==> src/verilog/reset_sequencer.sv <==
`timescale 1ns/10ps
`default_nettype none

module reset_sequencer #(
   parameter int RST_CNT_W = 10
) (
   input  wire  clk,
   input  wire  reset,
   output logic sys_ready
);

   // One extra bit, the top one flags the end of the count
   logic [RST_CNT_W:0] rst_cnt;

   // Saturating power-on counter
   always_ff @(posedge clk or posedge reset) begin
      if (reset) begin
         rst_cnt <= '0;
      end else if (!rst_cnt[RST_CNT_W]) begin
         rst_cnt <= rst_cnt + 1'b1;
      end
   end

   // Top bit sets after 2**RST_CNT_W edges and then holds
   assign sys_ready = rst_cnt[RST_CNT_W];

   //////////////////////////////////////////////////////////////////////
   // Checks
   //////////////////////////////////////////////////////////////////////

   // Once released, only the external reset may pull the system back
   sys_ready_holds: assert property (
      @(posedge clk) disable iff (reset)
      !$fell(sys_ready)
   );

endmodule

`default_nettype wire

==> config.mk <==
export PLATFORM = sky130hd
export DESIGN_NAME = reset_sequencer
export DESIGN_NICKNAME = d
export VERILOG_FILES = /design/src/verilog/reset_sequencer.sv
export SDC_FILE = /design/constraint.sdc
export NUM_CORES = 1
export LEC_CHECK = 0
export BUFFER_PORTS_ARGS = -buffer_cell sky130_fd_sc_hd__buf_4
export CAP_MARGIN = 25
export CORE_AREA = 2 2 43 45
export CTS_CLUSTER_SIZE = 16
export DETAILED_ROUTE_END_ITERATION = 10
export DIE_AREA = 0 0 45 47
export GPL_TIMING_DRIVEN = 1
export PLACE_DENSITY_LB_ADDON = 0.15
export SLEW_MARGIN = 0
export SYNTH_ARGS = -nofsm -noshare
export SYNTH_HDL_FRONTEND = slang
export SYNTH_SLANG_ARGS = --single-unit
export TNS_END_PERCENT = 1
==> constraint.sdc <==
create_clock -name clk -period 2.7 [get_ports clk]
set_input_delay 0.135 -clock clk [delete_from_list [all_inputs] [get_ports clk]]
set_output_delay 0.135 -clock clk [all_outputs]
set_load 0.01 [all_outputs]
; Word level (Yosys, flattened, before mapping)
; Cells that the tools add are included.
[totals]
register_bits = 11
in_bits = 2
output_inout_bits = 1
wordCells = 4
[op_classes]
addsub = 1
n_mux = 1
[op_table]
columns = op, count
row1 = $add A11 B1 Y11 const B, 1
row2 = $mux W11, 1

; Longest topological paths before layout
[logic_depth]
word_depth = 2
mapped_depth = 4
mapped_depth_nobuf = 4

; Least setup slack after synthesis
; No wires, ideal clock.
[synth_path]
path_kind = register -> register
start = reg rst_cnt[0]
end = reg rst_cnt[10]
setup_time_ns = 0.120
arrival_ns = 1.084
required_time_ns = 2.580
slack_ns = 1.496
path_stages_with_launch = 4
path_buffers = 0
period_less_slack_ns = 1.204
cell_sequence = dfrtp_1 > ha_1 > and3_1 > a41o_2
[synth_via]
elab_chain_len = 2
[synth_rtl]
columns = item, line
row1 = start: declaration, 13  ; logic [RST_CNT_W:0] rst_cnt;
row2 = start signal: assignment, 20  ; rst_cnt <= rst_cnt + 1'b1;
row3 = $add A11 B1 Y11, 20
row4 = $mux W11, 19  ; end else if (!rst_cnt[RST_CNT_W]) begin
; No other way between the ends.
; A chain may end at the register's enable or synchronous reset.

; Worst setup path in the final report
; Ends and elaborated chain as after synthesis.

==> insert_results.sql <==
INSERT INTO impl_metrics (metric_group, metric, value, unit) VALUES
('worst_setup_path', 'timing.reg2reg.worst_path_depth', '3', ''),
('finish', 'layout-area-overhead-vs-synth', '14.5', '%'),
('timing', 'slew-limit-headroom', '72.0', '%'),
('clock_network', 'cts_inserted_buffers', '3', ''),
('power_and_ir_drop', 'leakage', '0.311', 'nW'),
('detailed_routing', 'wl_met1', '373', 'µm'),
('synthesis', 'ys_async_sr_fraction', '100', '%'),
('timing', 'setup_violations', '0', ''),
('worst_setup_path', 'critical_path.max_fanout', '3', ''),
('timing', 'tightest_slew', '0.420', 'ns'),
('synthesis', 'synth_simple_gate_area_share', '21.7', '%'),
('floorplanning', 'start_util', '30.4', '%'),
('finish', 'finalNetCount', '49', ''),
('synthesis', 'syn_inst', '38', ''),
('global_route', 'grt_pass1_vias', '287', ''),
('global_route', 'grt-ovfl-total', '0', ''),
('synthesis', 'largest_cells_by_area_after_synthesis', 'sky130_fd_sc_hd__dfrtp_1, sky130_fd_sc_hd__xnor2_1, sky130_fd_sc_hd__xor2_1', ''),
('timing', 'clock_skew', '0.00487', 'ns'),
('timing', 'setup_total_negative_slack', '0', 'ns'),
('synthesis', 'area_share_of_the_largest_cell_type_after_synthesis', '54.9', '%'),
('detailed_routing', 'routed-wl-met3', '45', 'µm'),
('synthesis', 'main_combinational_cell_family_by_area_after_synthesis', 'simple AND/OR/NAND/NOR gates', ''),
('power_and_ir_drop', 'p_per_area', '495', 'nW/µm²'),
('worst_setup_path', 'worst_ep_arrival_time', '1.46', 'ns'),
('finish', 'largestRegisters', 'rst_cnt: 11 flops', ''),
('detailed_routing', 'routed-wl-met2', '346', 'µm'),
('clock_network', 'cts_root_buf', 'sky130_fd_sc_hd__clkbuf_4', ''),
('finish', 'postLayoutCellArea', '574', 'µm²'),
('timing', 'maxSlewViolCount', '0', ''),
('synthesis', 'synth.most_common_cell', 'sky130_fd_sc_hd__dfrtp_1', ''),
('detailed_routing', 'post_drt_wl_per_cell', '12.8', 'µm'),
('detailed_routing', 'highest_layer', 'met4', ''),
('synthesis', 'cell_type_contributing_the_most_total_cell_area_after_synthesis', 'sky130_fd_sc_hd__dfrtp_1', ''),
('detailed_routing', 'drcViolationCount', '0', ''),
('clock_network', 'clock_transition_at_path_regs', '0.07', 'ns'),
('clock_network', 'tritoncts', 'built', ''),
('placement', 'placedCellCount', '57', ''),
('worst_setup_path', 'timing.critical_path.slowest_cell_delay', '0.44', 'ns'),
('synthesis', 'synth_sequential_area_ratio', '54.9', '%'),
('detailed_routing', 'drt_first_pass_iters', '4', ''),
('floorplanning', 'io_pins', '3', ''),
('detailed_routing', 'detailedRoute.firstIterationViolations', '10', ''),
('synthesis', 'synth_area_per_cell', '13.2', 'µm²'),
('timing', 'unrepaired_setup_endpoints_after_global_routing', 'no', ''),
('finish', 'layout-drive-gt1-share', '24.4', '%'),
('finish', 'regMostFlops', 'rst_cnt', ''),
('detailed_routing', 'detail_route.wirelength', '793', 'µm'),
('floorplanning', 'floorplan.rows', '15', ''),
('timing', 'hold_slack', '0.410', 'ns'),
('synthesis', 'synthDistinctLibCells', '17', ''),
('global_route', 'gr-usage-all-layers', '8.87', '%'),
('job', 'max_cap_violations', '0', ''),
('timing', 'achievable-frequency', '774', 'MHz'),
('worst_setup_path', 'r2r_slack', '1.41', 'ns'),
('synthesis', 'syn_area', '502', 'µm²'),
('detailed_routing', 'vias_per_cell', '4.89', ''),
('synthesis', 'synth-xor-area-share', '15.7', '%'),
('worst_setup_path', 'r2r-start', 'rst_cnt[0]', ''),
('clock_network', 'clock_path_buffers', '2', ''),
('worst_setup_path', 'critPathRequiredTime', '2.86', 'ns'),
('synthesis', 'yosysWarningCount', '0', ''),
('worst_setup_path', 'worst_setup_path_endpoint', 'rst_cnt[10]', ''),
('placement', 'dpl_cell_area', '538', 'µm²'),
('synthesis', 'dominantRegCellSynth', 'sky130_fd_sc_hd__dfrtp_1', ''),
('worst_setup_path', 'terminus_of_the_critical_flop_to_flop_path', 'rst_cnt[10]', ''),
('placement', 'finalWeightedCongestion', '0.751', ''),
('detailed_routing', 'antenna_violating_nets_post_route', '0', ''),
('clock_network', 'clock_tree.htree_level_count', '1', ''),
('synthesis', 'synth_adder_area_share', '2.49', '%'),
('worst_setup_path', 'timing.critical_path.from_type', 'flip-flop', ''),
('outcome', 'outcome', 'complete, no violations', '');
-- metrics by stage --
| stage | setup slack (ns) | utilization, % |
|---|---|---|
| finish | 1.41 | 34.8 |
| global route | 1.38 | 34.8 |
| CTS | 1.42 | 34.8 |
| detailed placement | 1.43 | 32.6 |
| global placement | 1.48 | 32.6 |
| floorplan | 1.50 | - |
-- kinds of logic after synthesis --
logic type                 count (synthesis)
and+or+nand+nor                           14
DFF                                       11
xor gates and xnor gates                   9
AOI/OAI and AO/OA                          1
buffers and inverters                      1
muxes                                      1
adders and majority gates                  1
-- layout make-up --
class,count,area (µm²)
tap,17,21.3
sequential,11,275
inverter,1,3.75
multi-input combinational,26,223
clock buffer,4,26.3
timing repair buffer,3,25.0
fill,171,1080
-- worst min-delay path by stage --
| stage | cells after the start | to | from |
|---|---|---|---|
| 4_1_cts | 3 | rst_cnt[2] | reset |
| 5_1_grt | 3 | rst_cnt[2] | reset |
| 3_5_place_dp | 2 | rst_cnt[2] | reset |
| 3_3_place_gp | 2 | rst_cnt[2] | reset |
| 6_report | 3 | rst_cnt[4] | reset |
| 2_1_floorplan | 1 | rst_cnt[0] | reset |
-- worst max-delay path, delay by kind of cell (launching register included) --
family	cells	cell delay, ns
DFF	1	0.44
adders and majority gates	1	0.25
and+or+nand+nor	1	0.22
AOI/OAI and AO/OA	1	0.27
-- power breakdown --
part            total (W)  switching, W  internal, W
registers        0.000165             0     0.000165
logic          0.00000537    0.00000344   0.00000193
clock network    0.000114     0.0000568    0.0000573
total            0.000284     0.0000602     0.000224
-- timing repair --
item | CTS | global route
hold buffers | 1 | 0
hold endpoints to repair | 11 | 0
setup buffers | 0 | 0
-- metal layers --
metal	vias up	GRT usage [%]
met5	-	0
met4	0	8.82
met3	4	2.31
met2	10	11.7
met1	145	11.4
li1	144	-
-- cells in the final DEF (no fill, tap or decap) --
master / netlist / routed
sky130_fd_sc_hd__nand3_1: 3 / 3
sky130_fd_sc_hd__and2b_2: 1 / 1
sky130_fd_sc_hd__clkbuf_4: 0 / 3
sky130_fd_sc_hd__dfrtp_1: 11 / 11
sky130_fd_sc_hd__nor3_2: 1 / 1
sky130_fd_sc_hd__and4_1: 1 / 1
sky130_fd_sc_hd__xnor2_1: 6 / 6
sky130_fd_sc_hd__nor3b_2: 1 / 1
sky130_fd_sc_hd__xor2_1: 3 / 3
sky130_fd_sc_hd__dlygate4sd3_1: 0 / 1
sky130_fd_sc_hd__nor2_1: 1 / 1
sky130_fd_sc_hd__and3_1: 2 / 2
sky130_fd_sc_hd__inv_1: 1 / 1
sky130_fd_sc_hd__a41o_2: 1 / 1
sky130_fd_sc_hd__buf_4: 0 / 2
sky130_fd_sc_hd__clkbuf_1: 0 / 1
sky130_fd_sc_hd__nand2_1: 2 / 2
sky130_fd_sc_hd__mux2_2: 1 / 1
sky130_fd_sc_hd__nand2b_1: 1 / 1
sky130_fd_sc_hd__ha_1: 1 / 1
sky130_fd_sc_hd__nand4b_4: 1 / 1
(Power assumes the default switching activity.)
