==> src/verilog/soc_pkg.sv <==
`default_nettype none

package soc_pkg;

   //////////////////////////////////////////////////////////////////////
   // Native bus widths
   //////////////////////////////////////////////////////////////////////

   // Core memory port, word wide with byte strobes
   localparam int ADDR_W = 32;
   localparam int DATA_W = 32;
   localparam int STRB_W = DATA_W / 8;

   //////////////////////////////////////////////////////////////////////
   // Slave slots behind the interconnect
   //////////////////////////////////////////////////////////////////////

   localparam int N_SLAVES = 5;
   localparam int SEL_W    = 3;

   // Slot index per slave
   localparam logic [SEL_W-1:0] SLV_BOOT = 3'd0;
   localparam logic [SEL_W-1:0] SLV_MAIN = 3'd1;
   localparam logic [SEL_W-1:0] SLV_UART = 3'd2;
   localparam logic [SEL_W-1:0] SLV_SYS  = 3'd3;
   // Catch-all for holes in the map
   localparam logic [SEL_W-1:0] SLV_NONE = 3'd4;

   //////////////////////////////////////////////////////////////////////
   // Address map
   //////////////////////////////////////////////////////////////////////

   // Region field is the top nibble of the address
   localparam int REGION_HI = 31;
   localparam int REGION_W  = 4;

   // Low window, boot memory until remap
   localparam logic [REGION_W-1:0] REGION_LOW  = 4'h0;
   localparam logic [REGION_W-1:0] REGION_MAIN = 4'h1;
   localparam logic [REGION_W-1:0] REGION_UART = 4'h2;
   localparam logic [REGION_W-1:0] REGION_SYS  = 4'h6;

   // Last word of the system control region
   localparam logic [ADDR_W-1:0] SOFT_RESET_ADDR = 32'h6FFF_FFFC;

   // Read value for unmapped space
   localparam logic [DATA_W-1:0] BUS_ERR_WORD = 32'hDEAD_BEEF;

   // Core held in reset this many cycles after a soft reset
   localparam int SOFT_RESET_CYCLES = 5;

   // UART registers, word offset from address bits 3:2
   localparam logic [1:0] UART_REG_DATA = 2'd0;
   localparam logic [1:0] UART_REG_DIV  = 2'd1;
   localparam logic [1:0] UART_REG_STAT = 2'd2;

endpackage

`default_nettype wire

==> src/verilog/boot_control.sv <==
`timescale 1ns/10ps
`default_nettype none

module boot_control (
   input  wire                       clk,
   input  wire                       reset,
   input  wire                       sys_ready,
   input  wire                       sys_valid,
   input  wire [soc_pkg::ADDR_W-1:0] sys_addr,
   output logic                      sys_ready_out,
   output logic                      mem_sel,
   output logic                      core_resetn
);
   import soc_pkg::*;

   // Bit 0 drives the core reset, zero slot in front delays it one cycle
   logic [SOFT_RESET_CYCLES:0] hold_sr;
   logic                       soft_hit;

   // Soft reset fires on the accepting edge only
   assign soft_hit = sys_valid & sys_ready_out & (sys_addr == SOFT_RESET_ADDR);

   always_ff @(posedge clk or posedge reset) begin
      if (reset) begin
         sys_ready_out <= 1'b0;
         mem_sel       <= 1'b0;
         hold_sr       <= '0;
      end else if (!sys_ready) begin
         // Parked while power-on reset runs
         sys_ready_out <= 1'b0;
         mem_sel       <= 1'b0;
         hold_sr       <= '0;
      end else begin
         // One-cycle acknowledge, dropped again after the handshake
         sys_ready_out <= sys_valid & ~sys_ready_out;
         if (soft_hit) begin
            // Sticky remap to main RAM
            mem_sel <= 1'b1;
            hold_sr <= {{SOFT_RESET_CYCLES{1'b1}}, 1'b0};
         end else begin
            hold_sr <= {1'b0, hold_sr[SOFT_RESET_CYCLES:1]};
         end
      end
   end

   // Core stays down during power-on and the soft reset pulse
   assign core_resetn = sys_ready & ~hold_sr[0];

   //////////////////////////////////////////////////////////////////////
   // Checks
   //////////////////////////////////////////////////////////////////////

   // One cycle gap, then exactly SOFT_RESET_CYCLES low, then released
   soft_reset_pulse: assert property (
      @(posedge clk) disable iff (reset)
      soft_hit |=> core_resetn ##1 !core_resetn [*SOFT_RESET_CYCLES] ##1 core_resetn
   );

endmodule

`default_nettype wire

==> config.mk <==
export PLATFORM = sky130hd
export DESIGN_NAME = boot_control
export DESIGN_NICKNAME = d
export VERILOG_FILES = /design/src/verilog/soc_pkg.sv /design/src/verilog/boot_control.sv
export SDC_FILE = /design/constraint.sdc
export NUM_CORES = 1
export LEC_CHECK = 0
export ABC_CLOCK_PERIOD_IN_PS = 1630
export BUFFER_PORTS_ARGS = -buffer_cell sky130_fd_sc_hd__buf_4
export CAP_MARGIN = 25
export CORE_AREA = 2 2 39 41
export CTS_BUF_LIST = sky130_fd_sc_hd__clkbuf_16
export DETAILED_ROUTE_END_ITERATION = 16
export DIE_AREA = 0 0 41 43
export GPL_ROUTABILITY_DRIVEN = 0
export GPL_TIMING_DRIVEN = 0
export PLACE_DENSITY_LB_ADDON = 0.15
export SLEW_MARGIN = 20
export SYNTH_ARGS = -nofsm -noshare
export SYNTH_HDL_FRONTEND = slang
export SYNTH_SLANG_ARGS = --single-unit
==> constraint.sdc <==
create_clock -name clk -period 1.63 [get_ports clk]
set_input_delay 0.2445 -clock clk [delete_from_list [all_inputs] [get_ports clk]]
set_output_delay 0.2445 -clock clk [all_outputs]
set_load 0.005 [all_outputs]
== Yosys cells after proc, flatten, opt, wreduce, memory -nomap -nowiden ==
Cells that the tools add are included.
Storage, ports and cells
  register bits: 8
  output and inout bits: 3
Cells by class
  equal/unequal tests: 2
  muxes and demuxes: 5
  bitwise gates (word level): 6
Operator list (number)
  32-bit by 31-bit == test with 1-bit output, second input constant: 1
  6-bit 2-to-1 mux: 2
  1-bit AND: 4
  1-bit 2-to-1 mux: 3
  2-bit by 1-bit inequality test with 1-bit output, second input constant: 1
  1-bit NOT: 2

== Depth between registers and ports, before layout ==
  word-level depth: 4
  depth in mapped cells: 4
  depth with buffers taken out: 3

== Worst setup path after synthesis ==
Ideal clock, no wire load.
  path kind: register to register
  start point: reg sys_ready_out
  end point: reg hold_sr[1]
  setup time: 0.095 ns
  arrival: 1.238 ns
  slack: 0.297 ns
  cell stages (with the launch flop): 5
  buffers on the path: 1
  period minus slack after synthesis: 1.333 ns
  cells stage by stage: dfrtp_1 > nand4_1 > or4_1 > buf_2 > o31ai_1
Between the ends
  cells in the longest elaborated chain, start to end: 4
RTL lines
  start, declared: line boot_control.sv:10  | output logic sys_ready_out,
  start signal, assigned: line boot_control.sv:35  | sys_ready_out <= sys_valid & ~sys_ready_out;
  1-bit AND (2 in a row): line boot_control.sv:21  | assign soft_hit = sys_valid & sys_ready_out & (sys_addr == SOFT_RESET_ADDR);
  6-bit 2-to-1 mux: line boot_control.sv:36  | if (soft_hit) begin
  6-bit 2-to-1 mux: line boot_control.sv:28  | end else if (!sys_ready) begin
  end signal, assigned: line boot_control.sv:39  | hold_sr <= {{SOFT_RESET_CYCLES{1'b1}}, 1'b0};
  end signal, assigned: line boot_control.sv:41  | hold_sr <= {1'b0, hold_sr[SOFT_RESET_CYCLES:1]};
  end, declared: line boot_control.sv:17  | logic [SOFT_RESET_CYCLES:0] hold_sr;
No other way between the ends.
A chain may end at the register's enable or synchronous reset.

== Worst setup path in the final report ==
  start point: reg sys_ready_out
  end point: reg hold_sr[2]
Same word-level chain as after synthesis.

==> metrics <==
Crit path largest cell delay 480 ps; # fillers 138; critical setup path kind reg2reg; CTS Buffer Depth 2; mux contribution to synthesized area 0; CTS clk-pin slew, worst paths 40 ps; Post-DP Area 769 sq um; Post-Synth Simple-Gate Area 0.447; final hold viol count 0; Peak VDD IR 0.000333 V; post-layout min period 1470 ps; Final Setup Violations 0; diode count 0; largest family of logic cells by synthesized area simple AND/OR/NAND/NOR gates; first-pass GRT wire length 2330 um; Layout Utilization 0.621; Tcrit/Tclk final 0.903; Max Slew Vio Count 0; Worst path slowest cell or4_1; Final nets 130; Post-Synth XOR/XNOR Area 0; total clock sinks 8; # IOs 39; Seq/Total Area, Yosys 0.431; status completed; Pint 583 uW; Logic pwr share 0.138; Pleak 0.384 nW; largest area contributor in the netlist dfrtp_1; FP Rows 14; Critical Path, Cell by Cell nand4_1 -> or4_1 -> buf_2 -> o31ai_2; RSZ-0062 raised after global routing false; pin count of the biggest net entering global routing 9; share of layout cells above drive strength 1 0.467; worst hold start sys_ready; Detail Route Antenna Nets 0; Sw Share 0.187; Total GRT Usage 0.197; CTS root buf clkbuf_16; post-synthesis compound-gate area fraction 0.0943; Data arrival, critical path 1600 ps; Avg Cell Area, Syn 9.28 sq um; Initial Util 0.335; DIE AREA 1760 sq um; core area 1380 sq um; via count 594; Required @ worst endpoint 1760 ps; Switching Power 134 uW; Post-Syn Instances 50; ranking of synthesized cells by area dfrtp_1 (43%), nand4_1 (12%), o31ai_1 (8.1%), nand4b_1 (7.5%), nand2_1 (5.7%); most common cell after layout, fill and taps aside buf_4; Multi-input gate area 256 sq um; Slew Limit Headroom 0.790; die span in y 43 um; mapped cell area 464 sq um; via/cell ratio 5.50; Slew @ Worst Pin 315 ps; Max-cap violations 0; Area growth syn-to-layout 85.2%; Reg2Reg Setup Slack 160 ps; Worst setup SP type flop; leading cell types in the layout, fill and taps excluded buf_4 (38), nand4_1 (9), dfrtp_1 (8); GR Overflow Total 0; reg2reg end hold_sr[2]$_DFF_PP0_; worst hold stages 3; DR DRC count 0; final wirelength 1410 um; crit end category flop; DIE WIDTH 41 um; Yosys warning count 0; initial drt markers 6; synth unique cells 15; Mapped Nets 86; I/O Buffers 38; CTS tree yes; DRT Pass-1 Iters 4; initial antenna violation count 0; FF/Latch Area 200 sq um; CTS HTree Levels 1; Clock power frac 0.580; Hold Path End hold_sr[4]$_DFF_PP0_; CTS Buf Count 3; vias in the first global route 579; reg2reg path depth 4; Adder-Cell Fraction of Synth Area 0; number of synthesized register bits 8; area share of the largest cell type after synthesis 0.431; Worst R2R Start sys_ready_out$_DFF_PP0_; Flop pwr share 0.282; Hold WC Path Type in2reg; P per Cell Area 835 nW/um^2; clk_lat worst skew 230 ps; Crit Path Max Fanout 5; Setup Skew 0.853 ps; Post-Layout Inst Area 860 sq um; highest clock rate 680 MHz; average wire per standard cell 13.0 um
==> flip-flops by register name (all words and copies together) (netlist names) <==
name / cells
sys_ready_out: 1
mem_sel: 1
hold_sr: 6
==> cell usage after synthesis (all sizes together) <==
library cell	n
nand4b	4
or4	3
nand4	9
or3	2
buf	1
dfrtp	8
inv	2
o31ai	5
nor2	2
nor3b	1
a31oi	1
nor3	1
nand2	7
nand4bb	2
nor4	2
==> layout make-up <==
type / count / share of cell area
Multi-Input combinational cell: 39 / 0.298
Tap cell: 16 / 0.0233
Sequential cell: 8 / 0.233
Inverter: 2 / 0.00873
Timing Repair Buffer: 39 / 0.344
Buffer: 1 / 0.00582
Clock buffer: 3 / 0.0873
==> power groups by stage <==
stage / registers [mW] / clock network, mW / logic [mW]
2_1_floorplan: 0.205 / 0 / 0.0164
3_3_place_gp: 0.205 / 0 / 0.0959
3_5_place_dp: 0.205 / 0 / 0.0983
4_1_cts: 0.203 / 0.414 / 0.100
5_1_grt: 0.203 / 0.430 / 0.108
6_report: 0.203 / 0.416 / 0.0990
==> worst max-delay path by stage <==
stage          cells past startpoint                    to               startpoint
2_1_floorplan                      4  hold_sr[1]$_DFF_PP0_  sys_ready_out$_DFF_PP0_
6_report                           4  hold_sr[2]$_DFF_PP0_  sys_ready_out$_DFF_PP0_
3_3_place_gp                       5   mem_sel$_DFFE_PP0P_              sys_addr[1]
4_1_cts                            4  hold_sr[2]$_DFF_PP0_  sys_ready_out$_DFF_PP0_
3_5_place_dp                       5  hold_sr[2]$_DFF_PP0_              sys_addr[1]
5_1_grt                            4   mem_sel$_DFFE_PP0P_  sys_ready_out$_DFF_PP0_
==> routing by layer <==
layer  GRT usage  share of wire  up-vias  wire length [um]
met3      0.0314          0.085        5               120
met1       0.214           0.37      269               525
li1            -              -      287                 -
met4       0.120          0.026        0                37
met5           0              0        -                 0
met2       0.331           0.51       33               722
==> through the flow <==
stage	setup TNS [ps]	hold slack, ps	std cells	worst slack [ps]	power (mW)
6_report	0	275	108	159	0.718
5_1_grt	0	307	108	34.3	0.741
4_1_cts	0	277	108	58.9	0.717
3_5_place_dp	-9.58	223	104	-9.58	0.303
3_3_place_gp	0	206	104	81.9	0.301
2_1_floorplan	0	60.2	50	297	0.221
==> worst max-delay path, delay by kind of cell (launching register included) <==
| family | cells | cell delay (ps) |
|---|---|---|
| simple gates | 2 | 570 |
| flops | 1 | 390 |
| compound gates | 1 | 240 |
| buf+inv | 1 | 170 |
==> cells by family after synthesis <==
| family | Yosys count |
|---|---|
| AO/OA/AOI/OAI | 6 |
| buffers and inverters | 3 |
| flip-flops | 8 |
| AND/OR/NAND/NOR | 33 |
==> what timing repair did <==
| action | CTS | global route |
|---|---|---|
| endpoints found under the hold margin | 8 | 0 |
| setup buffers | 0 | 0 |
| endpoints found under the setup margin | 0 | 1 |
| gates resized for setup | 0 | 1 |
| hold buffers | 1 | 0 |
Note: power is estimated with default switching activity, not from simulation.
