### config.mk
export PLATFORM = sky130hd
export DESIGN_NAME = bus_interconnect
export DESIGN_NICKNAME = d
export VERILOG_FILES = /design/src/verilog/soc_pkg.sv /design/src/verilog/bus_interconnect.sv
export SDC_FILE = /design/constraint.sdc
export NUM_CORES = 1
export LEC_CHECK = 0
export BUFFER_PORTS_ARGS = -buffer_cell sky130_fd_sc_hd__buf_4
export CAP_MARGIN = 40
export CORE_AREA = 3 3 94 96
export CTS_BUF_LIST = sky130_fd_sc_hd__clkbuf_4
export DETAILED_ROUTE_END_ITERATION = 10
export DIE_AREA = 0 0 97 99
export SLEW_MARGIN = 5
export SYNTH_ARGS = -nofsm -noshare
export SYNTH_HDL_FRONTEND = slang
export SYNTH_SLANG_ARGS = --single-unit
### constraint.sdc
create_clock -name clk -period 1.29 [get_ports clk]
set_clock_uncertainty 0.15 [all_clocks]
set_input_delay 0 -clock clk [delete_from_list [all_inputs] [get_ports clk]]
set_output_delay 0 -clock clk [all_outputs]
set_load 0.01 [all_outputs]
### src/verilog/soc_pkg.sv
`default_nettype none

package soc_pkg;

   //////////////////////////////////////////////////////////////////////
   // Native bus widths
   //////////////////////////////////////////////////////////////////////

   // Core memory port, word wide with byte strobes
   localparam int ADDR_W = 32;
   localparam int DATA_W = 32;
   localparam int STRB_W = DATA_W / 8;

   //////////////////////////////////////////////////////////////////////
   // Slave slots behind the interconnect
   //////////////////////////////////////////////////////////////////////

   localparam int N_SLAVES = 5;
   localparam int SEL_W    = 3;

   // Slot index per slave
   localparam logic [SEL_W-1:0] SLV_BOOT = 3'd0;
   localparam logic [SEL_W-1:0] SLV_MAIN = 3'd1;
   localparam logic [SEL_W-1:0] SLV_UART = 3'd2;
   localparam logic [SEL_W-1:0] SLV_SYS  = 3'd3;
   // Catch-all for holes in the map
   localparam logic [SEL_W-1:0] SLV_NONE = 3'd4;

   //////////////////////////////////////////////////////////////////////
   // Address map
   //////////////////////////////////////////////////////////////////////

   // Region field is the top nibble of the address
   localparam int REGION_HI = 31;
   localparam int REGION_W  = 4;

   // Low window, boot memory until remap
   localparam logic [REGION_W-1:0] REGION_LOW  = 4'h0;
   localparam logic [REGION_W-1:0] REGION_MAIN = 4'h1;
   localparam logic [REGION_W-1:0] REGION_UART = 4'h2;
   localparam logic [REGION_W-1:0] REGION_SYS  = 4'h6;

   // Last word of the system control region
   localparam logic [ADDR_W-1:0] SOFT_RESET_ADDR = 32'h6FFF_FFFC;

   // Read value for unmapped space
   localparam logic [DATA_W-1:0] BUS_ERR_WORD = 32'hDEAD_BEEF;

   // Core held in reset this many cycles after a soft reset
   localparam int SOFT_RESET_CYCLES = 5;

   // UART registers, word offset from address bits 3:2
   localparam logic [1:0] UART_REG_DATA = 2'd0;
   localparam logic [1:0] UART_REG_DIV  = 2'd1;
   localparam logic [1:0] UART_REG_STAT = 2'd2;

endpackage

`default_nettype wire

### src/verilog/bus_interconnect.sv
`timescale 1ns/10ps
`default_nettype none

module bus_interconnect (
   input  wire                                           clk,
   input  wire                                           reset,
   input  wire                                           mem_sel,
   input  wire                                           m_valid,
   input  wire  [soc_pkg::ADDR_W-1:0]                    m_addr,
   input  wire  [soc_pkg::STRB_W-1:0]                    m_wstrb,
   output logic                                          m_ready,
   output logic [soc_pkg::DATA_W-1:0]                    m_rdata,
   output logic [soc_pkg::N_SLAVES-1:0]                  s_valid,
   input  wire  [soc_pkg::N_SLAVES-1:0]                  s_ready,
   input  wire  [soc_pkg::N_SLAVES*soc_pkg::DATA_W-1:0]  s_rdata,
   output logic                                          err_ready
);
   import soc_pkg::*;

   logic [SEL_W-1:0]    sel;
   logic [REGION_W-1:0] region;

   assign region = m_addr[REGION_HI -: REGION_W];

   //////////////////////////////////////////////////////////////////////
   // Address decode
   //////////////////////////////////////////////////////////////////////

   always_comb begin
      case (region)
         // Low window follows the remap flag
         REGION_LOW:  sel = mem_sel ? SLV_MAIN : SLV_BOOT;
         REGION_MAIN: sel = SLV_MAIN;
         REGION_UART: sel = SLV_UART;
         REGION_SYS:  sel = SLV_SYS;
         default:     sel = SLV_NONE;
      endcase
   end

   // Request goes to the selected slot only
   always_comb begin
      s_valid      = '0;
      s_valid[sel] = m_valid;
   end

   // Response path back from the same slot
   assign m_ready = s_ready[sel];
   assign m_rdata = (sel == SLV_NONE) ? BUS_ERR_WORD : s_rdata[sel*DATA_W +: DATA_W];

   //////////////////////////////////////////////////////////////////////
   // Error slave for unmapped regions
   //////////////////////////////////////////////////////////////////////

   // Single-cycle ack, same timing as the memories
   always_ff @(posedge clk or posedge reset) begin
      if (reset) begin
         err_ready <= 1'b0;
      end else begin
         err_ready <= s_valid[SLV_NONE] & ~err_ready;
      end
   end

   //////////////////////////////////////////////////////////////////////
   // Checks
   //////////////////////////////////////////////////////////////////////

   // Never two slaves addressed at once
   one_slave: assert property (
      @(posedge clk) disable iff (reset)
      $onehot0(s_valid)
   );

   // Decode relies on the master holding its request until ready
   master_hold: assert property (
      @(posedge clk) disable iff (reset)
      m_valid && !m_ready |=> m_valid && $stable(m_addr) && $stable(m_wstrb)
   );

endmodule

`default_nettype wire

* After elaboration in Yosys (flattened, before gate mapping)
Cells that the tools add are included.
W data, S select, Z words.
** Word-level totals
- Register bits after elaboration :: 1
- Input port bits :: 205
- Output and inout port bits :: 39
- Word-level logic and storage cells :: 20
** Operators by class
- $lt $le $gt $ge :: 2
- Equal/unequal tests :: 4
- Shift operators :: 1
- Mux-type cells :: 7
- Bitwise gates (word level) :: 3
- Reduce and logical (&&, ||, !) cells :: 2
** Operator list (number)
- $shiftx A160 B9 Y32 :: 1
- $mux W32 :: 1
- $pmux W3 S4 :: 1
- $and A5 B5 Y5 :: 1
- $eq A4 B1 Y1 const B :: 1
- $eq A4 B2 Y1 const B :: 1
- $eq A4 B3 Y1 const B :: 1
- $logic_not A4 Y1 :: 1
- $lt A3 B4 Y1 const B :: 1
- $bmux W1 S3 :: 1
- $demux W1 S3 :: 1
- $eq A3 B3 Y1 const B :: 1
- $ge A3 B1 Y1 const B :: 1
- $mux W1 :: 3
- $and A1 B1 Y1 :: 1
- $logic_and A1 B1 Y1 :: 1
- $not A1 Y1 :: 1

* Longest topological paths before layout
- Depth after elaboration :: 8
- Gate-level depth with buffers :: 6
- Gate-level depth less buffers :: 4

* Worst setup path before layout
OpenSTA, ideal clock, no wires.
- Path type :: input to output
- From :: input port m_addr[30] (netlist bit)
- To :: output port m_rdata[14] (netlist bit)
- Data arrival time :: 0.956 ns
- Required time :: 1.140 ns
- Path slack :: 0.184 ns
- Stages :: 5
- Buffers on the path :: 2
- Cells stage by stage :: buf_4 or2_1 clkbuf_1 o21a_1 a311oi_2
** On the way
- Longest elaborated chain between the ends :: 4
- Elaborated cells between the ends (all ways) :: 8
- Those cells by class :: 4 x eq/ne; 1 x shift; 2 x mux; 1 x reduce/logical
** Ends and longest elaborated chain
- start, declared :: line bus_interconnect.sv:9 : input wire [soc_pkg::ADDR_W-1:0] m_addr,
- $eq A4 B3 Y1 (tied with other cells) :: line bus_interconnect.sv:30 : case (region)
- $pmux W3 S4 * :: line bus_interconnect.sv:30
- $shiftx A160 B9 Y32 / $eq A3 B3 Y1 (equally long branches) :: line bus_interconnect.sv:48 : assign m_rdata = (sel == SLV_NONE) ? BUS_ERR_WORD : s_rdata[sel*DATA_W +: DATA_W];
- $mux W32 * :: line bus_interconnect.sv:48
- end, declared :: line bus_interconnect.sv:12 : output logic [soc_pkg::DATA_W-1:0] m_rdata,
Mark *: on every way between the ends. The rest lies on a longest branch, timed or not.

* Worst setup path in the final report
- From :: input port m_addr[28] (netlist bit)
- To :: output port m_rdata[28] (netlist bit)
Same word-level chain as after synthesis.

==> results.sh <==
export IMPL_ys_ff_latch=1
export IMPL_synth_area_mm2=0.00146
export IMPL_start_kind="input pin"
export IMPL_ios=244
export IMPL_final_area_mm2=0.00329
export IMPL_wl_per_cell_um=15.7
export IMPL_yosysUniqueCellTypes=30
export IMPL_crit_chain="buf_8, o21ba_4, clkbuf_16, nand2_1, a21oi_1, or3_1, buf_6"
export IMPL_grt_first_pass_wirelength_um=12700
export IMPL_drv_slew=0
export IMPL_post_synth_top_area_fraction=0.199
export IMPL_place_ws_ns=-0.114
export IMPL_reg2reg_depth=1
export IMPL_place_hpwl_um=6550
export IMPL_die_w_um=97
export IMPL_ys_seq_area_frac=0.0172
export IMPL_outcome="finished, violations left"
export IMPL_start_util=0.179
export IMPL_clkLatencyLatePin_ns=0
export IMPL_max_slew_margin_rel=0.803
export IMPL_syn2layout_area_growth_pct=125
export IMPL_synth_edf_count=0
export IMPL_grt_max_degree=28
export IMPL_first_iter_violations=69
export IMPL_drv_cap=0
export IMPL_antenna_cells=0
export IMPL_worstSetupEndpoint="m_rdata[28]"
export IMPL_largest_reg_flops=1
export IMPL_cp_slowest_stage_delay_ns=0.34
export IMPL_layout_drive_gt1_share=0.541
export IMPL_hold_viol=0
export IMPL_p_leak_nw=1.51
export IMPL_cp_required_ns=1.14
export IMPL_rrSetupSlack_ns=0.51
export IMPL_powerDensity_mw_per_mm2=359
export IMPL_ant_nets=0
export IMPL_vias=2626
export IMPL_r2r_start="err_ready"
export IMPL_track_usage=0.156
export IMPL_rr_endpoint="err_ready"
export IMPL_syn_nets=461
export IMPL_port_buffers=179
export IMPL_layout_setup_ws_ns=-0.0163
export IMPL_slowest_stage="or3_1"
export IMPL_critPathKind="in -> out"
export IMPL_worst_pin_slew_ns=0.295
export IMPL_nNetsFinal=643
export IMPL_largest_register="err_ready"
export IMPL_die_area_mm2=0.00960
export IMPL_grt_overflow=0
export IMPL_top_regs="err_ready (1)"
export IMPL_fmax_ghz=0.766
export IMPL_syn_avg_cell_area_um2=5.70
export IMPL_path_clk_slew_ns=0
export IMPL_hold_class="in -> reg"
export IMPL_hold_slack_ns=0.139
export IMPL_cp_max_fo=6
export IMPL_ys_warn_count=0
export IMPL_fin_util=0.404
export IMPL_post_route_drc_count=0
export IMPL_cp_startpoint="m_addr[28]"
export IMPL_synth_top_cell_by_area="a21oi_1"
export IMPL_antenna_found_initial=0
export IMPL_yosysMostFrequentCell="nand2_1"
export IMPL_coreArea_mm2=0.00813
export IMPL_synth_ff_type="dfrtp_1"
export IMPL_dr_pass1_iters=4
export IMPL_via_per_inst=4.85
export IMPL_die_height_um=99
export IMPL_core_rowCount=33
export IMPL_arrival_ns=1.16
export IMPL_timing_final_crit_share=1.01
export IMPL_rsz0062_at_grt="yes"
export IMPL_final_min_clock_period_ns=1.31
export IMPL_syn_inst=256
export IMPL_post_dp_cell_area_mm2=0.00305
export IMPL_synthTopCellsByArea="a21oi_1 (20%), nand2_1 (17%), o22ai_1 (11%)"
export IMPL_ir_drop_mv=0.219
export IMPL_gp_congestion=0.937
export IMPL_totalPowerFinal_mw=1.18
export IMPL_grt_pass1_vias=2592
export IMPL_failed_checks="setup timing"
export IMPL_async_flop_share=1.00
export IMPL_yosys_top_cells_count="nand2_1 (66), a21oi_1 (58), o22ai_1 (25)"
export IMPL_cp_end_kind="output pin"
export IMPL_finalSetupViolCount=6
export IMPL_wl_um=8500
## metal layers
layer	up-vias	GRT usage	share of wire
met5	-	0	0
met4	0	0	0.0014
met3	2	0.0205	0.073
met2	126	0.294	0.49
met1	1206	0.201	0.43
li1	1292	-	-
## critical path: cells and delay by family
family,cells,cell delay [ns]
buffers and inverters,3,0.42
and+or+nand+nor,2,0.41
AOI/OAI and AO/OA,2,0.32
## placed cells by master (no fill, tap or decap), types with 2 or more instances in the layout
cell type and instances:
nor2_4 2, buf_4 174, nor3b_1 2, o22ai_1 25
or3_1 22, a311oi_2 8, o21ai_0 8, or3_4 2
nor2b_1 9, nand2_1 57, o21a_1 8, a21oi_2 2
buf_6 21, nand2_2 9, clkbuf_16 2, nor2_1 3
nand2b_1 2, buf_12 8, a21oi_1 56
## final cells by class
| cell class | instances | area, um^2 |
|---|---|---|
| fill | 852 | 4850 |
| timing repair buffer | 207 | 1780 |
| multi-input combinational | 226 | 1350 |
| tap | 105 | 131 |
| sequential | 1 | 25.0 |
| inverter | 2 | 7.51 |
## worst min-delay path by stage
stage / from / end / slack (ns) / cells after the start
floorplan: reset / err_ready / -0.42 / 1
finish: m_valid / err_ready / 0.14 / 2
CTS: m_valid / err_ready / 0.14 / 2
detailed placement: reset / err_ready / -0.30 / 2
global route: m_valid / err_ready / 0.15 / 2
global placement: reset / err_ready / -0.31 / 2
## through the flow
stage | cells | setup TNS (ns)
after floorplan | 256 | 0
after global placement | 537 | -1.31
after detailed placement | 537 | -1.49
after CTS | 538 | -0.0399
after global routing | 541 | -1.08
final | 541 | -0.0582
## timing repair
action                                  CTS  global route
pin swaps                                 1             2
resized for setup                        22            24
hold buffers                              1             0
gates cloned                              0             3
hold endpoints to repair                  1             0
endpoints found under the setup margin   34            33
setup buffers                             0             0
## kinds of logic (layout without fill, tap and decap cells)
group / Yosys count / in the layout / synth area share
AO/OA/AOI/OAI: 111 / 111 / 0.489
buffers and inverters: 29 / 209 / 0.112
flip-flops: 1 / 1 / 0.0171
AND/OR/NAND/NOR: 115 / 115 / 0.382
## power by group
group / internal [mW] / switching [mW]
logic: 0.668 / 0.477
clock network: 0 / 0
registers: 0.0345 / 0.00134
No activity file was read; power rests on OpenSTA's default activity.
