--- config.mk ---
export PLATFORM = sky130hd
export DESIGN_NAME = uart_tx
export DESIGN_NICKNAME = d
export VERILOG_FILES = /design/src/verilog/soc_pkg.sv /design/src/verilog/uart_tx.sv
export SDC_FILE = /design/constraint.sdc
export NUM_CORES = 1
export LEC_CHECK = 0
export CAP_MARGIN = 20
export CORE_ASPECT_RATIO = 0.75
export CORE_MARGIN = 1.5
export CORE_UTILIZATION = 64
export CTS_CLUSTER_DIAMETER = 150
export CTS_CLUSTER_SIZE = 25
export DETAILED_ROUTE_END_ITERATION = 7
export DONT_BUFFER_PORTS = 1
export GPL_ROUTABILITY_DRIVEN = 0
export HOLD_SLACK_MARGIN = 0.05
export MAX_ROUTING_LAYER = met4
export PLACE_DENSITY = 0.85
export SYNTH_ARGS = -nofsm -noshare
export SYNTH_HDL_FRONTEND = slang
export SYNTH_SLANG_ARGS = --single-unit
--- constraint.sdc ---
create_clock -name clk -period 3.75 [get_ports clk]
set_clock_uncertainty 0.15 [all_clocks]
set_input_delay 0.375 -clock clk [delete_from_list [all_inputs] [get_ports clk]]
set_output_delay 0.375 -clock clk [all_outputs]
set_load 0.01 [all_outputs]
--- src/verilog/soc_pkg.sv ---
`default_nettype none

package soc_pkg;

   //////////////////////////////////////////////////////////////////////
   // Native bus widths
   //////////////////////////////////////////////////////////////////////

   // Core memory port, word wide with byte strobes
   localparam int ADDR_W = 32;
   localparam int DATA_W = 32;
   localparam int STRB_W = DATA_W / 8;

   //////////////////////////////////////////////////////////////////////
   // Slave slots behind the interconnect
   //////////////////////////////////////////////////////////////////////

   localparam int N_SLAVES = 5;
   localparam int SEL_W    = 3;

   // Slot index per slave
   localparam logic [SEL_W-1:0] SLV_BOOT = 3'd0;
   localparam logic [SEL_W-1:0] SLV_MAIN = 3'd1;
   localparam logic [SEL_W-1:0] SLV_UART = 3'd2;
   localparam logic [SEL_W-1:0] SLV_SYS  = 3'd3;
   // Catch-all for holes in the map
   localparam logic [SEL_W-1:0] SLV_NONE = 3'd4;

   //////////////////////////////////////////////////////////////////////
   // Address map
   //////////////////////////////////////////////////////////////////////

   // Region field is the top nibble of the address
   localparam int REGION_HI = 31;
   localparam int REGION_W  = 4;

   // Low window, boot memory until remap
   localparam logic [REGION_W-1:0] REGION_LOW  = 4'h0;
   localparam logic [REGION_W-1:0] REGION_MAIN = 4'h1;
   localparam logic [REGION_W-1:0] REGION_UART = 4'h2;
   localparam logic [REGION_W-1:0] REGION_SYS  = 4'h6;

   // Last word of the system control region
   localparam logic [ADDR_W-1:0] SOFT_RESET_ADDR = 32'h6FFF_FFFC;

   // Read value for unmapped space
   localparam logic [DATA_W-1:0] BUS_ERR_WORD = 32'hDEAD_BEEF;

   // Core held in reset this many cycles after a soft reset
   localparam int SOFT_RESET_CYCLES = 5;

   // UART registers, word offset from address bits 3:2
   localparam logic [1:0] UART_REG_DATA = 2'd0;
   localparam logic [1:0] UART_REG_DIV  = 2'd1;
   localparam logic [1:0] UART_REG_STAT = 2'd2;

endpackage

`default_nettype wire

--- src/verilog/uart_tx.sv ---
`timescale 1ns/10ps
`default_nettype none

module uart_tx #(
   parameter int UART_DIV_RESET = 16
) (
   input  wire                        clk,
   input  wire                        reset,
   input  wire                        valid,
   input  wire  [soc_pkg::ADDR_W-1:0] addr,
   input  wire  [soc_pkg::DATA_W-1:0] wdata,
   input  wire  [soc_pkg::STRB_W-1:0] wstrb,
   output logic                       ready,
   output logic [soc_pkg::DATA_W-1:0] rdata,
   output logic                       ser_tx
);
   import soc_pkg::*;

   logic [1:0]  reg_sel;
   logic        is_write;
   logic        data_wr;
   logic        accept;
   logic        busy;
   logic [15:0] div;
   logic [15:0] baud_cnt;
   logic [3:0]  bits_left;
   // Stop, data, start; shifted out from bit 0
   logic [9:0]  tx_shift;

   assign reg_sel  = addr[3:2];
   assign is_write = |wstrb;
   assign data_wr  = valid & is_write & (reg_sel == UART_REG_DATA);
   assign busy     = (bits_left != 4'd0);
   // Data writes wait for the line to go idle
   assign accept   = valid & ~ready & ~(data_wr & busy);
   assign ser_tx   = tx_shift[0];

   //////////////////////////////////////////////////////////////////////
   // Bus side
   //////////////////////////////////////////////////////////////////////

   always_ff @(posedge clk or posedge reset) begin
      if (reset) begin
         ready <= 1'b0;
         div   <= 16'(UART_DIV_RESET);
      end else begin
         ready <= accept;
         // Divider, low two byte lanes
         if (accept && is_write && (reg_sel == UART_REG_DIV)) begin
            if (wstrb[0]) div[7:0]  <= wdata[7:0];
            if (wstrb[1]) div[15:8] <= wdata[15:8];
         end
      end
   end

   // Read mux, data register reads as zero
   always_ff @(posedge clk) begin
      if (accept) begin
         case (reg_sel)
            UART_REG_DIV:  rdata <= {{(DATA_W-16){1'b0}}, div};
            UART_REG_STAT: rdata <= {{(DATA_W-1){1'b0}}, busy};
            default:       rdata <= '0;
         endcase
      end
   end

   //////////////////////////////////////////////////////////////////////
   // Serial side, 8N1
   //////////////////////////////////////////////////////////////////////

   always_ff @(posedge clk or posedge reset) begin
      if (reset) begin
         tx_shift  <= '1;
         baud_cnt  <= '0;
         bits_left <= '0;
      end else if (accept && data_wr) begin
         tx_shift  <= {1'b1, wdata[7:0], 1'b0};
         baud_cnt  <= div - 16'd1;
         bits_left <= 4'd10;
      end else if (busy) begin
         // Each bit held for div cycles
         if (baud_cnt == 16'd0) begin
            tx_shift  <= {1'b1, tx_shift[9:1]};
            baud_cnt  <= div - 16'd1;
            bits_left <= bits_left - 4'd1;
         end else begin
            baud_cnt <= baud_cnt - 16'd1;
         end
      end
   end

   // Zero divider would stretch a bit to 64K cycles
   div_nonzero: assert property (
      @(posedge clk) disable iff (reset)
      busy |-> (div != 16'd0)
   );

endmodule

`default_nettype wire
## Word-level counts from Yosys, hierarchy flattened

Index checks and enable logic that the tools add are counted.

- Output and inout port bits: 34
- Logic and storage cells: 41
- Bits in registers: 79
- Input port bits: 71

- Mux-type cells: 10
- Reduce and logical (&&, ||, !) cells: 12
- Bitwise gates (word level): 7
- Add/subtract/negate cells: 3
- Equality and inequality tests: 2

Operators by type and width:

| kind | number |
|---|---|
| 2-to-1 mux 16 bit | 3 |
| case mux 16 bit (2 select lines) | 1 |
| subtractor 16 x 1 -> 16 bit, second input constant | 2 |
| 2-to-1 mux 10 bit | 3 |
| logical NOT 16 bit | 1 |
| 2-to-1 mux 4 bit | 3 |
| AND reduction 2 bit | 3 |
| AND 1 bit | 5 |
| nonzero test 2 bit | 2 |
| nonzero test 4 bit | 1 |
| OR reduction 4 bit | 1 |
| subtractor 4 x 1 -> 4 bit, second input constant | 1 |
| logical AND 1 bit | 3 |
| equality test 2 x 1 -> 1 bit, second input constant | 1 |
| equality test 2 bit, second input constant | 1 |
| logical NOT 2 bit | 1 |
| NOT 1 bit | 2 |

## Longest topological paths before layout

- Depth after elaboration: 9
- Gate-level depth with buffers: 9
- Depth with buffers taken out: 7

## Least setup slack after synthesis

OpenSTA, ideal clock, no wires.

- Kind: register -> register
- Start: register bits_left[0]
- End: register rdata[0] (netlist name) (enable)
- Arrival: 2078 ps
- Path buffers: 1
- Path slack: 1122 ps
- Cell stages (with the launch flop): 6
- Required time: 3200 ps
- Setup time: 400 ps
- Clock period less this slack: 2628 ps
- Cells stage by stage: dfrtp_1 inv_1 ha_1 or3b_1 buf_6 a31oi_1

- Longest elaborated chain between the ends: 4

Ends and longest elaborated chain:

| what | line | source |
|---|---|---|
| from (decl) | uart_tx.sv:26 | `logic [3:0] bits_left;` |
| from (signal assigned) | uart_tx.sv:85 | `bits_left <= bits_left - 4'd1;` |
| nonzero test 4 bit | uart_tx.sv:33 | `assign busy = (bits_left != 4'd0);` |
| AND 1 bit | uart_tx.sv:35 | `assign accept = valid & ~ready & ~(data_wr & busy);` |
| NOT 1 bit | uart_tx.sv:35 |  |
| AND 1 bit | uart_tx.sv:35 |  |
| via accept | uart_tx.sv:22 | `logic accept;` |
| to (signal assigned) | uart_tx.sv:60 | `UART_REG_DIV: rdata <= {{(DATA_W-16){1'b0}}, div};` |
| to (signal assigned) | uart_tx.sv:61 | `UART_REG_STAT: rdata <= {{(DATA_W-1){1'b0}}, busy};` |
| to (decl) | uart_tx.sv:14 | `output logic [soc_pkg::DATA_W-1:0] rdata,` |

The timed path passes the listed nets, and every way through them passes these cells.
A chain may end at the register's enable or synchronous reset.

## Worst setup path after layout

- Start: register baud_cnt[0]
- End: register tx_shift[6]

- Longest elaborated chain between the ends: 3

Ends and longest elaborated chain:

| what | line | source |
|---|---|---|
| from (decl) | uart_tx.sv:25 | `logic [15:0] baud_cnt;` |
| from (signal assigned) | uart_tx.sv:78 | `baud_cnt <= div - 16'd1;` |
| from (signal assigned) | uart_tx.sv:84 | `baud_cnt <= div - 16'd1;` |
| from (signal assigned) | uart_tx.sv:87 | `baud_cnt <= baud_cnt - 16'd1;` |
| logical NOT 16 bit | uart_tx.sv:82 | `if (baud_cnt == 16'd0) begin` |
| nonzero test 2 bit (no source line) | - |  |
| AND reduction 2 bit (no source line) | - |  |
| to (signal assigned) | uart_tx.sv:77 | `tx_shift <= {1'b1, wdata[7:0], 1'b0};` |
| to (signal assigned) | uart_tx.sv:83 | `tx_shift <= {1'b1, tx_shift[9:1]};` |
| to (decl) | uart_tx.sv:28 | `logic [9:0] tx_shift;` |

No other way between the ends.

==> impl_metrics.tcl <==
set metrics [dict create \
    synth_top_family_by_area "simple AND/OR/NAND/NOR gates" \
    crit-reg2reg-capture "tx_shift[6]" \
    cp.required_ps 3850 \
    grt_util_all_layers_pct 31.4 \
    synthDistinctLibCells 61 \
    synth-compound-area-share_pct 10.4 \
    worst-r2r-setup-slack_ps 750 \
    crit_family "simple AND/OR/NAND/NOR gates" \
    post_route_cells_drive_above_1_share_pct 14.9 \
    setup_violations 0 \
    antenna_found_initial 0 \
    grt_pass1_wl_um 13200 \
    critPathSlowestCell "sky130_fd_sc_hd__nor2_2" \
    antenna_diode_count 0 \
    synth-simple-area-share_pct 20.0 \
    most_used_flip_flop_cell_after_synthesis "sky130_fd_sc_hd__dfrtp_1" \
    synth_enable_flop_cells 16 \
    num_vias 2670 \
    final_cell_count_no_fill 425 \
    critPathCaptureType "flop" \
    combinationalPowerShare_pct 15.1 \
    vias_per_cell 6.28 \
    yosys-mux-area-fraction_pct 8.76 \
    cts_tree "done" \
    fraction_of_the_core_area_covered_by_cells_at_the_end_of_the_flow_pct 72.5 \
    h-tree-depth 3 \
    final.hold.worst_slack_ps 292 \
    die_y_um 67.3 \
    tritoncts_buffer_count 9 \
    regToRegStartpoint "baud_cnt[0]" \
    placeable_core_area_um2 5320 \
    synthAdderAreaFrac_pct 2.84 \
    synthArstFlopShare_pct 74.2 \
    numClockSinks 62 \
    fp.dieW_um 88.7 \
    power.ir.vdd_worst_uv 352 \
    cts-root-buf "sky130_fd_sc_hd__clkbuf_8" \
    power.share.clock_pct 33.3 \
    first_iter_violations 323 \
    finalWirelength_um 8190 \
    dp.final_hpwl_um 5290 \
    static-leakage-power_nw 1.53 \
    power.density_cell_area_nw_per_um2 437 \
    worst_r2r_path_depth 7 \
    initial_util_pct 66.3 \
    syn_inst 328 \
    tns_ps 0 \
    hold-path-endpoint "tx_shift[1]" \
    worstSetupStartpointType "flop" \
    fin_crit_ps 3000 \
    cap_violations 0 \
    outcome "completed" \
    synth.area.top_cells "sky130_fd_sc_hd__dfrtp_1, sky130_fd_sc_hd__edfxtp_1, sky130_fd_sc_hd__dfstp_2, sky130_fd_sc_hd__buf_4, sky130_fd_sc_hd__mux2_4" \
    postPlaceCellArea_um2 3500 \
    vias_in_the_first_global_route 2565 \
    post-cts-setup-buffer-count 0 \
    synth.yosys.seq_area_share_pct 46.6 \
    grt_start_max_net_pins 47 \
    crit_chain "inv_1 > ha_1 > nor4b_1 > nand4_1 > nor2_2 > mux2i_1 > o21ai_0" \
    period_share_pct 79.9 \
    finalHoldViolCount 0 \
    worst_hold_path_type "primary input to flop" \
    total_switching_power_w 0.000503 \
    synth_xor_area_share_pct 3.97 \
    timing.slew.headroom_pct 42.5 \
    drc_viols 0 \
    fmax_ghz 0.334 \
    sequentialPowerShare_pct 51.7 \
    final_antenna_violating_net_count 0 \
    critical-path-max-stage-delay_ps 690 \
    flow.area_growth_from_synthesis_pct 9.43 \
    synthesized_area_divided_by_synthesized_cell_count_um2 10.8 \
    critPathArrivalTime_ps 3090 \
    internal_power_w 0.00118 \
    synth_seq_cells 62 \
    rsz0062_at_grt "no" \
    synthDominantAreaCellType "sky130_fd_sc_hd__dfrtp_1" \
    dieArea_um2 5970 \
    timing.hold.worst.start "valid" \
    worst_hold_path.num_cells 4 \
    rows 23 \
    post_synth_instance_area_um2 3530 \
    max_slew.worst_pin.slew_ps 858 \
    cts-root-to-sink-buffers 2 \
    dp_cells 392 \
    post-route-cell-area_um2 3860 \
    firstDrtPassIters 5 \
    timing_max_transition_violations_final 0 \
    path_buf_inv 1 \
    routed_wire_length_per_instance_um 19.3 \
    netlist.area_leader.share_pct 25.5 \
    worstSetupPathType "flop to flop" \
    place.port_buffers 0 \
    globalRoute.totalOverflow 0 \
    worst_skew_pair.late_latency_ps 350 \
    top_level_ports 105 \
    clkSlewWorstSetupHoldPaths_ps 70 \
    critical_path_peak_fanout 12 \
    power.switching_fraction_pct 29.8 \
    synth_warnings 0 \
    nNetsFinal 424 \
]
## Yosys cell counts, types with 3 or more instances
cell                         n
sky130_fd_sc_hd__a211oi_1    4
sky130_fd_sc_hd__and2_1      3
sky130_fd_sc_hd__nor2_1     11
sky130_fd_sc_hd__mux2_1      6
sky130_fd_sc_hd__edfxtp_1   16
sky130_fd_sc_hd__dfrtp_1    36
sky130_fd_sc_hd__nand4_1     7
sky130_fd_sc_hd__a22oi_1     3
sky130_fd_sc_hd__xor2_1      8
sky130_fd_sc_hd__nor3_1     17
sky130_fd_sc_hd__a2bb2oi_1   3
sky130_fd_sc_hd__or3_1       5
sky130_fd_sc_hd__ha_1        8
sky130_fd_sc_hd__dfstp_2    10
sky130_fd_sc_hd__xnor2_1     8
sky130_fd_sc_hd__buf_2       3
sky130_fd_sc_hd__mux2i_1    11
sky130_fd_sc_hd__clkbuf_1    6
sky130_fd_sc_hd__buf_6       4
sky130_fd_sc_hd__mux2_4      8
sky130_fd_sc_hd__nand2_1    21
sky130_fd_sc_hd__nor3b_1     4
sky130_fd_sc_hd__o21ai_0    23
sky130_fd_sc_hd__and3_1     15
sky130_fd_sc_hd__a21oi_1     6
sky130_fd_sc_hd__nor4_1      6
sky130_fd_sc_hd__buf_4      17
sky130_fd_sc_hd__inv_1      13
## logic make-up after synthesis
group | count (synthesis)
other | 1
xor gates and xnor gates | 16
adders and majority gates | 8
muxes | 26
DFF | 62
and+or+nand+nor | 115
buffers and inverters | 43
AOI/OAI and AO/OA | 57
## worst max path at each step
stage,startpoint,cells past startpoint,slack [ps],to
after global placement,baud_cnt[0],7,940,tx_shift[6]
after CTS,baud_cnt[0],7,770,tx_shift[6]
final,baud_cnt[0],7,750,tx_shift[6]
after floorplan,bits_left[0],5,1120,rdata[0]
after detailed placement,baud_cnt[0],7,770,tx_shift[6]
after global routing,baud_cnt[0],7,490,tx_shift[6]
## state kept, by name (all words and copies together) (netlist names)
name       flops
baud_cnt      16
tx_shift       9
rdata         16
ready          1
div           16
bits_left      4
## tightest hold or removal path, cell delays in order
cell and delay [ps]:
sky130_fd_sc_hd__nand3b_1 120, sky130_fd_sc_hd__nor3_2 140, sky130_fd_sc_hd__nand2_1 90, sky130_fd_sc_hd__o21ai_1 50
## power groups by stage
stage,clock [W],sequential [W],combinational [W]
after detailed placement,0,0.000877,0.000225
after CTS,0.000557,0.000864,0.000242
final,0.000561,0.000872,0.000254
after global routing,0.000585,0.000878,0.000273
after floorplan,0,0.000846,0.000188
after global placement,0,0.000873,0.000214
## cell usage in the layout, fill, tap and decap left out, types with 7 or more instances in the layout
master | netlist | routed
sky130_fd_sc_hd__ha_1 | 8 | 8
sky130_fd_sc_hd__dlygate4sd3_1 | 0 | 17
sky130_fd_sc_hd__nand2_1 | 21 | 21
sky130_fd_sc_hd__nand4_1 | 7 | 7
sky130_fd_sc_hd__and3_1 | 15 | 15
sky130_fd_sc_hd__dfstp_2 | 10 | 10
sky130_fd_sc_hd__dfrtp_1 | 36 | 36
sky130_fd_sc_hd__nor2_1 | 11 | 11
sky130_fd_sc_hd__xnor2_1 | 8 | 8
sky130_fd_sc_hd__nor3_1 | 17 | 17
sky130_fd_sc_hd__mux2_4 | 8 | 8
sky130_fd_sc_hd__inv_1 | 13 | 12
sky130_fd_sc_hd__clkbuf_8 | 0 | 10
sky130_fd_sc_hd__xor2_1 | 8 | 8
sky130_fd_sc_hd__edfxtp_1 | 16 | 16
sky130_fd_sc_hd__o21ai_0 | 23 | 22
sky130_fd_sc_hd__mux2i_1 | 11 | 11
sky130_fd_sc_hd__conb_1 | 1 | 16
## metal layers
layer	up-vias	track usage [%]	part of all wire, %	wire [µm]
li1	1199	-	-	-
met3	27	10.1	9.7	791
met5	-	-	0	0
met2	156	46.6	46	3810
met4	0	12.1	2.4	199
met1	1288	40.3	41	3390
## area by class of cell
cell class / instances / area, µm²
Multi-Input combinational cell: 238 / 1690
Sequential cell: 62 / 1640
Fill cell: 331 / 1460
Timing Repair Buffer: 21 / 200
Clock buffer: 13 / 170
Tap cell: 75 / 93.8
Inverter: 13 / 48.8
Clock inverter: 3 / 16.3
## per-stage QoR
step,worst slack [ps],total power [W]
4_1_cts,769,0.00166
5_1_grt,486,0.00174
3_5_place_dp,773,0.00110
2_1_floorplan,1120,0.00103
3_3_place_gp,941,0.00109
6_report,754,0.00169
## timing repair
| action | CTS | global route |
|---|---|---|
| resized for setup | 0 | 0 |
| hold buffers | 17 | 0 |
| endpoints found under the hold margin | 60 | 0 |
Note: power is estimated with default switching activity, not from simulation.
